**src/gat_pkg.sv**
```systemverilog
package gat_pkg;

  // Layer sizes
  localparam int NUM_FEATURE_IN  = 16;
  localparam int NUM_FEATURE_OUT = 4;

  localparam int DATA_WIDTH      = 8;
  localparam int WH_DATA_WIDTH   = 20;
  localparam int COEF_WIDTH      = 32;

  localparam int COL_IDX_WIDTH   = $clog2(NUM_FEATURE_IN);
  localparam int ROW_LEN_WIDTH   = $clog2(NUM_FEATURE_IN + 1);

  // W rows first, then a_self, then a_nbr
  localparam int WEIGHT_DEPTH    = NUM_FEATURE_IN * NUM_FEATURE_OUT + 2 * NUM_FEATURE_OUT;
  localparam int WEIGHT_ADDR_W   = $clog2(WEIGHT_DEPTH);

  localparam int H_WORD_WIDTH    = 13;

  typedef logic [NUM_FEATURE_OUT-1:0][WH_DATA_WIDTH-1:0] wh_row_t;
  typedef logic [NUM_FEATURE_OUT-1:0][DATA_WIDTH-1:0]    w_row_t;

  // First word of a row
  typedef struct packed {
    logic [H_WORD_WIDTH-ROW_LEN_WIDTH-2:0] pad;
    logic [ROW_LEN_WIDTH-1:0]              row_len;
    logic                                  flag;
  } h_header_t;

  // One nonzero of the sparse row
  typedef struct packed {
    logic [H_WORD_WIDTH-COL_IDX_WIDTH-DATA_WIDTH-1:0] pad;
    logic [COL_IDX_WIDTH-1:0]                         col;
    logic signed [DATA_WIDTH-1:0]                     value;
  } h_entry_t;

  typedef union packed {
    h_header_t header;
    h_entry_t  entry;
  } h_word_u;

endpackage
```
**src/gat_weight_store.sv**
```systemverilog
`timescale 1ns/10ps

module gat_weight_store #(
  parameter int NUM_FEATURE_IN  = gat_pkg::NUM_FEATURE_IN,
  parameter int NUM_FEATURE_OUT = gat_pkg::NUM_FEATURE_OUT
) (
  input  logic                                 clk,
  input  logic                                 rst_n,
  input  logic                                 wr_en_i,
  input  logic [gat_pkg::WEIGHT_ADDR_W-1:0]    wr_addr_i,
  input  logic signed [gat_pkg::DATA_WIDTH-1:0] wr_data_i,
  input  logic [gat_pkg::COL_IDX_WIDTH-1:0]    rd_col_i,
  output gat_pkg::w_row_t                      w_row_o,
  output gat_pkg::w_row_t                      a_self_o,
  output gat_pkg::w_row_t                      a_nbr_o
);

  localparam int A_BASE = NUM_FEATURE_IN * NUM_FEATURE_OUT;
  localparam int DEPTH  = A_BASE + 2 * NUM_FEATURE_OUT;

  logic signed [gat_pkg::DATA_WIDTH-1:0] mem [DEPTH];

  // Unloaded words read as zero
  always_ff @(posedge clk or negedge rst_n) begin
    if (!rst_n) begin
      for (int i = 0; i < DEPTH; i++) begin
        mem[i] <= '0;
      end
    end else if (wr_en_i && (int'(wr_addr_i) < DEPTH)) begin
      mem[wr_addr_i] <= wr_data_i;
    end
  end

  // Whole W row for one input column, plus both halves of a
  always_comb begin
    w_row_o  = '0;
    a_self_o = '0;
    a_nbr_o  = '0;
    for (int j = 0; j < NUM_FEATURE_OUT; j++) begin
      w_row_o[j]  = mem[int'(rd_col_i) * NUM_FEATURE_OUT + j];
      a_self_o[j] = mem[A_BASE + j];
      a_nbr_o[j]  = mem[A_BASE + NUM_FEATURE_OUT + j];
    end
  end

endmodule

```
**config.mk**
```make
export PLATFORM = sky130hd
export DESIGN_NAME = gat_weight_store
export DESIGN_NICKNAME = d
export VERILOG_FILES = /design/src/gat_pkg.sv /design/src/gat_weight_store.sv
export SDC_FILE = /design/constraint.sdc
export NUM_CORES = 1
export LEC_CHECK = 0
export BUFFER_PORTS_ARGS = -buffer_cell sky130_fd_sc_hd__buf_2
export CAP_MARGIN = 15
export CORE_ASPECT_RATIO = 1.2
export CORE_UTILIZATION = 27
export CTS_CLUSTER_SIZE = 24
export DETAILED_ROUTE_END_ITERATION = 10
export GPL_ROUTABILITY_DRIVEN = 0
export HOLD_SLACK_MARGIN = 0.05
export SLEW_MARGIN = 5
export SYNTH_ARGS = -nofsm -noshare
export SYNTH_HDL_FRONTEND = slang
export SYNTH_SLANG_ARGS = --single-unit
```
**constraint.sdc**
```tcl
create_clock -name clk -period 4.9 [get_ports clk]
set_input_delay 0.98 -clock clk [delete_from_list [all_inputs] [get_ports clk]]
set_output_delay 0.98 -clock clk [all_outputs]
set_load 0.02 [all_outputs]
```
# Word-level counts from Yosys, hierarchy flattened
# Cells that the tools add are included.
# Widths: inputs -> output; s select.
# totals
rom_bits	0
n_memories	0
latchBits	0
ramBits	0
regBits	576
output_inout_bits	96
# classes
bitwise_logic	5
muxes	15
n_reduce_logical	2
n_shift	0
div	0
order_cmp	7
add_sub_neg	3
n_mul	0
eq_ne	0
# op_table
operator	count
$bwmux 576	1
$bmux 8 s7	4
$ge 32x8->1 const B	4
$not 7->32	3
$mux 8	9
$demux 8 s7	1
$not 6->32	1
$add 6x2->7 const B	2
$ge 8x8->1 const B	1
$lt 8x1->1 const B	1
$not 7->8	1
$add 6x1->7 const B	1
$lt 7x7->1 const B	1
$logic_and 1x1->1	2

# Longest topological paths before layout
# Gate-level depths: netlist of the first run.
# logic_depth
ltp_word	6
depth_mapped	6
depth_no_buf	3

# Worst setup path before layout of the first run
# Ideal clock, no wire load.
# synth_path
path_kind	in2out
startpoint	input port rd_col_i[0] in the netlist's numbering
endpoint	output port w_row_o[0] in the netlist's numbering
setup_slack_ns	1.538
arrival_time_ns	2.382
required_ns	3.920
cell_stages	5
cell_sequence	buf_2 buf_2 mux4_2 a22oi_1 nand2_1
# synth_lines
element	line	source
from (decl)	gat_weight_store.sv:12	input logic [gat_pkg::COL_IDX_WIDTH-1:0] rd_col_i,
to (decl)	gat_weight_store.sv:13	output gat_pkg::w_row_t w_row_o,

==> results of run 1 <==
==> where the power goes <==
group	internal (mW)	switching, mW	leakage [nW]	total, mW
Sequential	5.14	0.193	7.84	5.34
Combinational	0.581	0.641	5.42	1.22
Clock	2.49	1.93	0.938	4.42
Total	8.22	2.77	14.2	11.0
==> cell usage in the layout (no fill, tap or decap), types with 3 or more instances in the layout <==
cell	instances
mux2_2	576
dfrtp_1	576
mux4_2	128
buf_2	114
nand2_1	68
a22oi_1	64
clkbuf_16	59
buf_4	45
nand2_2	22
clkbuf_1	18
clkbuf_8	18
buf_12	11
clkinv_2	9
nor2b_1	7
nor4_4	5
nor4b_2	5
nor4bb_2	5
and4b_1	3
==> kinds of logic (layout without fill, tap and decap cells) <==
kind of cell           Yosys count  count (layout)  synth area share (%)
and+or+nand+nor                129             129                  3.08
buffers and inverters          203             282                  4.16
DFF                            576             576                  55.1
AOI/OAI and AO/OA               64              64                  1.84
other                            0               2                     0
muxes                          704             704                  35.8
==> cells in the mapped netlist (all sizes together) (3+ instances only) <==
master  count  share of area, %
nor4bb      5              0.19
a22oi      64               1.8
and4b       3              0.11
nor4        5              0.41
mux2      576                25
nand2      90               1.5
dfrtp     576                55
buf       116               2.9
nor2b       9              0.22
clkbuf     86               1.2
mux4      128                11
nor4b       7              0.35
nor2        3             0.081
==> worst max-delay path, delay by kind of cell <==
family / cells / cell delay [ps]
mux: 1 / 500
compound gates: 1 / 290
simple gates: 1 / 150
buf+inv: 4 / 1020
==> final timing paths <==
path,start,endpoint,slack (ps),cells after the start
worst max-delay path,rd_col_i[0],w_row_o[20],910,7
worst min-delay path,rst_n,a_nbr_o[27],350,1
worst max register to register,mem[332],mem[332],4100,1
worst min register to register,a_nbr_o[2],a_nbr_o[2],500,1
max in group asynchronous,rst_n,mem[309],3390,2
min in group clk,a_nbr_o[2],a_nbr_o[2],500,1
==> layout make-up <==
class / instances / area share [%]
sequential: 576 / 48.4
multi-input combinational: 897 / 36.0
clock buffer: 94 / 5.97
tap: 1260 / 5.29
timing repair buffer: 172 / 3.88
clock inverter: 15 / 0.462
antenna: 2 / 0.0168
inverter: 1 / 0.0126
==> metal layers <==
metal | global-route usage, % | up-vias
met5 | 0 | -
met4 | 4.49 | 2
met3 | 2.50 | 96
met2 | 23.2 | 272
met1 | 18.7 | 7987
li1 | - | 6195
==> flip-flops by register name (all words and copies together) (netlist names) <==
name,cells
a_nbr_o,32
a_self_o,32
mem,512
==> impl_metrics.sql, run 1 <==
INSERT INTO impl_metrics (metric_group, metric, value, unit) VALUES
('outcome', 'run_status', 'complete, no violations', ''),
('synth', 'ys_seq_area_share', '55.1', '%'),
('final_layout', 'filler_cell_count', '9472', ''),
('final_layout', 'final_area', '29800', 'µm²'),
('drt', 'final_ant_viol_nets', '0', ''),
('die', 'fp.dieArea', '98100', 'µm²'),
('drt', 'dr.first_iter.drc_count', '898', ''),
('final_layout', 'synth_to_layout_area_growth', '13.9', '%'),
('synth', 'synth_top_flop_cell', 'dfrtp_1', ''),
('drt', 'routed-wl-met2', '32900', 'µm'),
('clock_network', 'post-cts-setup-buffer-count', '0', ''),
('timing', 'hold_viol_final', '0', ''),
('synth', 'synth_enable_flop_cells', '0', ''),
('global_route', 'grtUsageTotal', '14.1', '%'),
('synth', 'yosys_synthesis_warning_count', '0', ''),
('drt', 'topRoutingLayerUsed', 'met5', ''),
('drt', 'detail_route.wirelength', '68000', 'µm'),
('timing', 'fin_skew', '0', 'ps'),
('clock_network', 'ctsLongestPathBuffers', '3', ''),
('drt', 'via_count', '14552', ''),
('drt', 'detail_route.drc_violations', '0', ''),
('timing', 'fin_crit_sh', '81.4', '%'),
('critical_path', 'critical_path.cell_chain', 'clkbuf_8, buf_12, buf_12, mux4_2, a22oi_1, nand2_1, buf_2', ''),
('pwr', 'maximum_ir_drop_on_the_vdd_rail', '0.308', 'mV'),
('job', 'cap_violations', '0', ''),
('global_route', 'grt_max_degree', '110', ''),
('synth', 'post_synthesis_net_count', '1698', ''),
('die', 'chipWidth', '286', 'µm'),
('timing', 'maxSlewViolCount', '0', ''),
('hold_path', 'type_of_the_tightest_min_delay_check', 'in -> async', ''),
('timing', 'final.setup.tns', '0', 'ps'),
('drt', 'wirelength_per_cell', '22.5', 'µm'),
('die', 'core_region_area', '95600', 'µm²'),
('final_layout', 'final_core_density', '31.2', '%'),
('global_route', 'grt.overflow.total', '0', ''),
('critical_path', 'setup.worst_path.start_class', 'primary input', ''),
('timing', 'setup_viol', '0', ''),
('critical_path', 'worstPathArrival', '3010', 'ps'),
('clock_network', 'clock_tree.htree_level_count', '2', ''),
('die', 'design.portCount', '118', ''),
('critical_path', 'critPathRequiredTime', '3920', 'ps'),
('pwr', 'power_density', '369', 'nW/µm²'),
('global_route', 'grt_first_pass_wirelength', '105000', 'µm'),
('drt', 'met3RoutedLength', '3170', 'µm'),
('clock_network', 'clkSinkCount', '576', ''),
('die', 'die_height', '343', 'µm'),
('final_layout', 'final_cell_count_no_fill', '3017', ''),
('placement', 'portBuffers', '117', ''),
('synth', 'synth-seq-cells', '576', ''),
('critical_path', 'worst-path-max-fanout', '28', ''),
('placement', 'detailedPlace.worstSlack', '904', 'ps'),
('clock_network', 'clkSlewWorstSetupHoldPaths', '60', 'ps'),
('critical_path', 'slowest_stage', 'mux4_2', ''),
('global_route', 'grt_pass1_vias', '16124', ''),
('placement', 'half_perimeter_wire_length_after_detailed_placement', '45200', 'µm'),
('timing', 'max_freq', '251', 'MHz'),
('synth', 'synth_area_per_cell', '15.6', 'µm²'),
('timing', 'min_period', '3990', 'ps'),
('synth', 'asyncSetResetFlopFracSynth', '100', '%'),
('timing', 'worst_margin_pin_slew', '1100', 'ps'),
('final_layout', 'num-nets-final', '1728', ''),
('clock_network', 'hold_buffers', '0', ''),
('timing', 'relSlewSlack', '26.6', '%'),
('critical_path', 'cpPeakStageDelay', '500', 'ps'),
('critical_path', 'critPathKind', 'in -> out', ''),
('clock_network', 'numCtsBuffers', '58', ''),
('final_layout', 'final_layout_size_suffix_gt1_share', '57.7', '%'),
('global_route', 'number_of_antenna_violations_at_the_first_check_in_global_routing', '5', ''),
('placement', 'dp.cells', '2906', ''),
('drt', 'detail_route.first_pass.iterations', '4', ''),
('clock_network', 'clk_root_buffer_cell', 'clkbuf_16', '');
Note: power is estimated with default switching activity, not from simulation.
==> run 2, diff against run 1 <==
Settings changed: ABC_AREA from default to 1.
Clock period 4.9 ns to 4.1 ns, I/O delays scaled along.
==> run 2 against run 1 <==
Power increased by 27%. Area after synthesis is 5.9% higher. Critical path depth shrank 1. Clock power increased by 32%. Clock skew is the same.
==> impl_metrics.sql, run 2 <==
INSERT INTO impl_metrics (metric_group, metric, value, unit) VALUES
('outcome', 'run_status', 'complete, no violations', ''),
('synth', 'synth-seq-cells', '576', ''),
('drt', 'detail_route.first_pass.iterations', '5', ''),
('synth', 'synth.lib_cells_used.distinct', '15', ''),
('final_layout', 'synth_to_layout_area_growth', '14.2', '%'),
('clock_network', 'cts_resized', '0', ''),
('die', 'die_height', '353', 'µm'),
('synth', 'netlist_top_cells_area', 'dfrtp_1, nand2_1, o21ai_0, inv_1, nand3_1', ''),
('placement', 'half_perimeter_wire_length_after_detailed_placement', '53200', 'µm'),
('final_layout', 'num-nets-final', '3685', ''),
('final_layout', 'largest-register', 'mem', ''),
('drt', 'final_ant_viol_nets', '0', ''),
('synth', 'synthDominantAreaCellType', 'dfrtp_1', ''),
('die', 'chipWidth', '294', 'µm'),
('synth', 'synthMostInstantiatedCell', 'nand2_1', ''),
('clock_network', 'clkSinkCount', '576', ''),
('synth', 'yosys.area.top_type_share', '52.1', '%'),
('clock_network', 'clock_insertion_delay_worst_skew', '630', 'ps'),
('final_layout', 'mostFrequentLayoutCell', 'nand2_1', ''),
('critical_path', 'critical_path.cell_chain', 'buf_2, inv_1, buf_4, nand3_1, nand2_1, buf_2', ''),
('global_route', 'grt_first_pass_wirelength', '135000', 'µm'),
('drt', 'dr.first_iter.drc_count', '2056', ''),
('timing', 'unrepaired_setup_endpoints_after_global_routing', 'no', ''),
('timing', 'fin_crit_sh', '84.3', '%'),
('synth', 'yosys_synthesis_warning_count', '0', ''),
('synth', 'asyncSetResetFlopFracSynth', '100', '%'),
('final_layout', 'final_core_density', '31.2', '%'),
('synth', 'synth_top_flop_cell', 'dfrtp_1', ''),
('clock_network', 'clock_tree.htree_level_count', '2', ''),
('clock_network', 'numCtsBuffers', '60', ''),
('die', 'design.portCount', '118', ''),
('synth', 'synthTopCellsByCount', 'nand2_1, o21ai_0, dfrtp_1', ''),
('job', 'cap_violations', '0', ''),
('synth', 'ys_seq_area_share', '52.1', '%'),
('drt', 'detail_route.wirelength', '86300', 'µm'),
('synth', 'synthesis.area', '27700', 'µm²'),
('final_layout', 'largest_register_ff_count', '512', ''),
('clock_network', 'clk_root_buffer_cell', 'clkbuf_16', ''),
('synth', 'synth_area_per_cell', '7.51', 'µm²'),
('die', 'row_count', '128', ''),
('timing', 'hold_viol_final', '0', ''),
('placement', 'portBuffers', '117', ''),
('critical_path', 'critPathRequiredTime', '3280', 'ps'),
('timing', 'worst_margin_pin_slew', '1060', 'ps'),
('clock_network', 'hold_buffers', '0', ''),
('die', 'core_region_area', '102000', 'µm²'),
('global_route', 'grt_pass1_vias', '21920', ''),
('timing', 'hold_ws', '126', 'ps'),
('timing', 'maxSlewViolCount', '0', ''),
('die', 'initial_utilization', '27.3', '%'),
('timing', 'final.setup.tns', '0', 'ps'),
('drt', 'vias_per_cell', '4.60', ''),
('timing', 'min_period', '3460', 'ps'),
('global_route', 'number_of_antenna_violations_at_the_first_check_in_global_routing', '5', ''),
('critical_path', 'cpPeakStageDelay', '750', 'ps'),
('final_layout', 'final_cell_count_no_fill', '5075', ''),
('clock_network', 'clkSlewWorstSetupHoldPaths', '60', 'ps'),
('critical_path', 'worst_r2r_startpoint', 'mem[136]', ''),
('critical_path', 'setup.worst_path.start_class', 'primary input', ''),
('synth', 'synth_enable_flop_cells', '0', ''),
('critical_path', 'critPathKind', 'in -> out', ''),
('pwr', 'total_leakage_power', '15.1', 'nW'),
('clock_network', 'cts_tree', 'done', ''),
('hold_path', 'type_of_the_tightest_min_delay_check', 'in -> async', ''),
('final_layout', 'leading_cell_types_in_the_layout_fill_and_taps_excluded', 'nand2_1, o21ai_0, dfrtp_1, inv_1, nand3_1', ''),
('critical_path', 'worst-path-max-fanout', '14', ''),
('final_layout', 'filler_cell_count', '10975', ''),
('pwr', 'power_density', '439', 'nW/µm²'),
('clock_network', 'ctsLongestPathBuffers', '3', ''),
('timing', 'relSlewSlack', '29.3', '%'),
('die', 'fp.dieArea', '104000', 'µm²'),
('final_layout', 'register_area', '14400', 'µm²'),
('drt', 'wirelength_per_cell', '17.0', 'µm'),
('clock_network', 'post-cts-setup-buffer-count', '0', ''),
('final_layout', 'multi_input_area', '9850', 'µm²'),
('critical_path', 'slowest_stage', 'inv_1', ''),
('placement', 'dp.cells', '4966', ''),
('synth', 'post_synthesis_net_count', '3711', ''),
('timing', 'setup_viol', '0', ''),
('critical_path', 'critPathMostFrequentCell', 'buf_2', ''),
('critical_path', 'worstPathArrival', '2640', 'ps'),
('final_layout', 'final_layout_size_suffix_gt1_share', '8.88', '%'),
('drt', 'detail_route.drc_violations', '0', ''),
('drt', 'via_count', '23339', ''),
('synth', 'synthesis.instances', '3689', ''),
('timing', 'max_freq', '289', 'MHz'),
('global_route', 'grt_max_degree', '125', ''),
('critical_path', 'worstSetupStartpoint', 'rd_col_i[3]', ''),
('timing', 'fin_skew', '0', 'ps'),
('pwr', 'maximum_ir_drop_on_the_vdd_rail', '0.302', 'mV'),
('global_route', 'grtUsageTotal', '16.6', '%'),
('critical_path', 'crit_path_end_kind', 'output port', ''),
('global_route', 'grt.overflow.total', '0', '');
[run 2: cell count changes after synthesis, moves of 22 or more]
cell / delta
nand2_1: +1146
o21ai_0: +617
mux2_2: -576
inv_1: +541
nand3_1: +402
mux4_2: -128
clkbuf_1: +120
a22oi_1: -64
buf_2: -26
nand2_2: -22
[run 2: worst max-delay path: cells and delay by family]
kind	cells	cell delay, ps
AND/OR/NAND/NOR	2	320
buffers and inverters	4	1480
[run 2: cell families after synthesis]
kind of cell | count (synthesis) | share of synthesized area [%]
and+or+nand+nor | 1652 | 24.4
buffers and inverters | 844 | 12.4
AOI/OAI and AO/OA | 617 | 11.2
DFF | 576 | 52.1
[run 2: area by class of cell]
cell class,count,share of cell area [%]
sequential,576,45.6
multi-input combinational,2269,31.2
inverter,546,6.50
tap,1365,5.40
clock buffer,83,5.34
timing repair buffer,210,4.88
clock inverter,23,1.13
antenna,3,0.0237
[run 2: metrics by stage]
step / setup WS (ps) / total power, mW / cell area (µm²)
global route: 667 / 14.5 / 31600
CTS: 740 / 14.0 / 31600
finish: 645 / 13.9 / 31600
detailed placement: 741 / 8.17 / 29600
global placement: 748 / 8.14 / 29600
floorplan: 1220 / 7.52 / 27700
[run 2: final timing paths]
path,to,slack (ps),cells after the start
worst max register to register,mem[136],3350,4
worst min register to register,mem[262],480,2
min in group clk,mem[262],480,2
worst max-delay path,w_row_o[16],640,6
worst min-delay path,a_nbr_o[1],130,1
max in group asynchronous,mem[363],2970,2
[run 2: power by group]
part	switching (mW)	leakage, nW	internal [mW]	total [mW]
logic	1.21	6.99	0.527	1.74
clock network	2.40	1.00	3.42	5.82
registers	0.195	7.10	6.14	6.33
total	3.81	15.1	10.1	13.9
[run 2: per-layer routing]
layer,global-route usage (%),routed length [µm]
met5,0,26
met4,4.82,2120
met3,2.29,5530
met2,25.9,38800
met1,23.9,39900
==> run 3, diff against run 2 <==
Settings changed: ABC_AREA 1 to 0.
Clock period 4.1 ns to 3.62 ns, I/O delays scaled along.
==> run 3 against run 2 <==
Die area fell by 5.5%. Cell area down 3.7%. Final cell count is 40% lower. Hold slack gained 370 ps. Combinational power is 3% lower. Core utilization up 0.71 points. Clock power rose by 21%. Clock-buffer cell count rose by 10. Critical path depth rose by 1. Sequential share of layout area is 1.8 points higher. Largest power group unchanged.
==> impl_metrics.sql, run 3 (synthesis gave the netlist of run 1 again) <==
INSERT INTO impl_metrics (metric_group, metric, value, unit) VALUES
('global_route', 'grt_max_degree', '137', ''),
('final_layout', 'final_cell_count_no_fill', '3048', ''),
('timing', 'hold_viol_final', '0', ''),
('drt', 'dr.first_iter.drc_count', '754', ''),
('pwr', 'total_leakage_power', '14.5', 'nW'),
('critical_path', 'worstPathArrival', '2640', 'ps'),
('timing', 'setup_viol', '0', ''),
('pwr', 'power_density', '523', 'nW/µm²'),
('placement', 'dp.cells', '2925', ''),
('timing', 'max_freq', '297', 'MHz'),
('global_route', 'grt_first_pass_wirelength', '105000', 'µm'),
('drt', 'via_count', '14791', ''),
('clock_network', 'clock_insertion_delay_worst_skew', '590', 'ps'),
('critical_path', 'setup.worst_path.start_class', 'primary input', ''),
('die', 'initial_utilization', '27.4', '%'),
('clock_network', 'cts_tree', 'done', ''),
('job', 'cap_violations', '0', ''),
('global_route', 'grtUsageTotal', '14.2', '%'),
('critical_path', 'worst-path-max-fanout', '14', ''),
('critical_path', 'critPathRequiredTime', '2900', 'ps'),
('timing', 'relSlewSlack', '32.7', '%'),
('die', 'fp.dieArea', '98100', 'µm²'),
('drt', 'detail_route.wirelength', '68400', 'µm'),
('final_layout', 'synth_to_layout_area_growth', '16.4', '%'),
('drt', 'detail_route.first_pass.iterations', '5', ''),
('clock_network', 'clk_root_buffer_cell', 'clkbuf_16', ''),
('global_route', 'number_of_antenna_violations_at_the_first_check_in_global_routing', '4', ''),
('timing', 'maxSlewViolCount', '0', ''),
('clock_network', 'clock_tree.htree_level_count', '3', ''),
('final_layout', 'multi_input_area', '10700', 'µm²'),
('global_route', 'grt_pass1_vias', '16136', ''),
('final_layout', 'register_area', '14400', 'µm²'),
('critical_path', 'worst_r2r_startpoint', 'mem[476]', ''),
('clock_network', 'cts_resized', '0', ''),
('clock_network', 'numCtsBuffers', '67', ''),
('die', 'core_region_area', '95600', 'µm²'),
('final_layout', 'largest-register', 'mem', ''),
('timing', 'fin_crit_sh', '93.0', '%'),
('clock_network', 'clkSlewWorstSetupHoldPaths', '50', 'ps'),
('clock_network', 'clkSinkCount', '576', ''),
('drt', 'final_ant_viol_nets', '0', ''),
('timing', 'fin_skew', '0', 'ps'),
('critical_path', 'crit_path_end_kind', 'output port', ''),
('drt', 'detail_route.drc_violations', '0', ''),
('die', 'row_count', '124', ''),
('hold_path', 'holdCritStartpoint', 'a_self_o[23]', ''),
('final_layout', 'final_layout_size_suffix_gt1_share', '58.9', '%'),
('final_layout', 'num-nets-final', '1757', ''),
('drt', 'wirelength_per_cell', '22.4', 'µm'),
('die', 'die_height', '343', 'µm'),
('timing', 'min_period', '3370', 'ps'),
('die', 'chipWidth', '286', 'µm'),
('critical_path', 'critPathKind', 'in -> out', ''),
('outcome', 'run_status', 'complete, no violations', ''),
('timing', 'worst_margin_pin_slew', '1010', 'ps'),
('timing', 'hold_ws', '499', 'ps'),
('global_route', 'grt.overflow.total', '0', ''),
('hold_path', 'type_of_the_tightest_min_delay_check', 'reg -> reg', ''),
('clock_network', 'ctsLongestPathBuffers', '3', ''),
('final_layout', 'largest_register_ff_count', '512', ''),
('final_layout', 'final_core_density', '31.9', '%'),
('die', 'design.portCount', '118', ''),
('critical_path', 'worstSetupStartpoint', 'rd_col_i[0]', ''),
('final_layout', 'leading_cell_types_in_the_layout_fill_and_taps_excluded', 'mux2_2, dfrtp_1, mux4_2, buf_2', ''),
('timing', 'final.setup.tns', '0', 'ps'),
('placement', 'portBuffers', '117', ''),
('placement', 'half_perimeter_wire_length_after_detailed_placement', '44200', 'µm'),
('pwr', 'maximum_ir_drop_on_the_vdd_rail', '0.369', 'mV'),
('timing', 'unrepaired_setup_endpoints_after_global_routing', 'no', ''),
('final_layout', 'filler_cell_count', '9405', ''),
('drt', 'vias_per_cell', '4.85', '');
run 3: layer usage:
layer	vias up	share of wire [%]	track usage, %
met5	-	0.019	0
met4	2	3.0	5.23
met3	109	4.3	2.71
met2	281	48	23.0
met1	8142	44	18.8
li1	6257	-	-
run 3: report_power, final:
part | switching [mW] | internal (mW)
sequential | 0.255 | 6.97
clock | 2.83 | 4.19
combinational | 0.871 | 0.804
run 3: layout make-up:
cell class | instances | share of cell area [%]
multi-input combinational | 897 | 35.2
timing repair buffer | 192 | 4.63
inverter | 1 | 0.0123
tap | 1260 | 5.18
clock inverter | 28 | 1.18
antenna | 1 | 0.00822
sequential | 576 | 47.3
clock buffer | 93 | 6.42
run 3: through the flow:
step	worst slack (ps)	power (mW)	area (µm²)
2_1_floorplan	770	8.43	26200
3_3_place_gp	235	8.95	28100
3_5_place_dp	278	9.04	28100
4_1_cts	261	16.2	30400
5_1_grt	191	16.6	30400
6_report	254	15.9	30400
run 3: critical path: stages:
cell	delay, ps
clkbuf_8	180
buf_12	200
buf_4	200
mux4_2	510
a22oi_1	330
nand2_1	250
buf_2	230
run 3: final timing paths:
kind,cells after the start,slack [ps],to
min in group asynchronous,2,610,a_nbr_o[27]
max in group asynchronous,4,1860,mem[131]
max,7,250,w_row_o[26]
min reg2reg,1,500,a_self_o[23]
min,1,500,a_self_o[23]
max reg2reg,1,2840,mem[476]
run 3: repair_timing:
item / in CTS / in global routing
buffers inserted: 0 / 0
endpoints found under the hold margin: 18 / 0
hold buffers: 1 / 0
endpoints found under the setup margin: 0 / 0
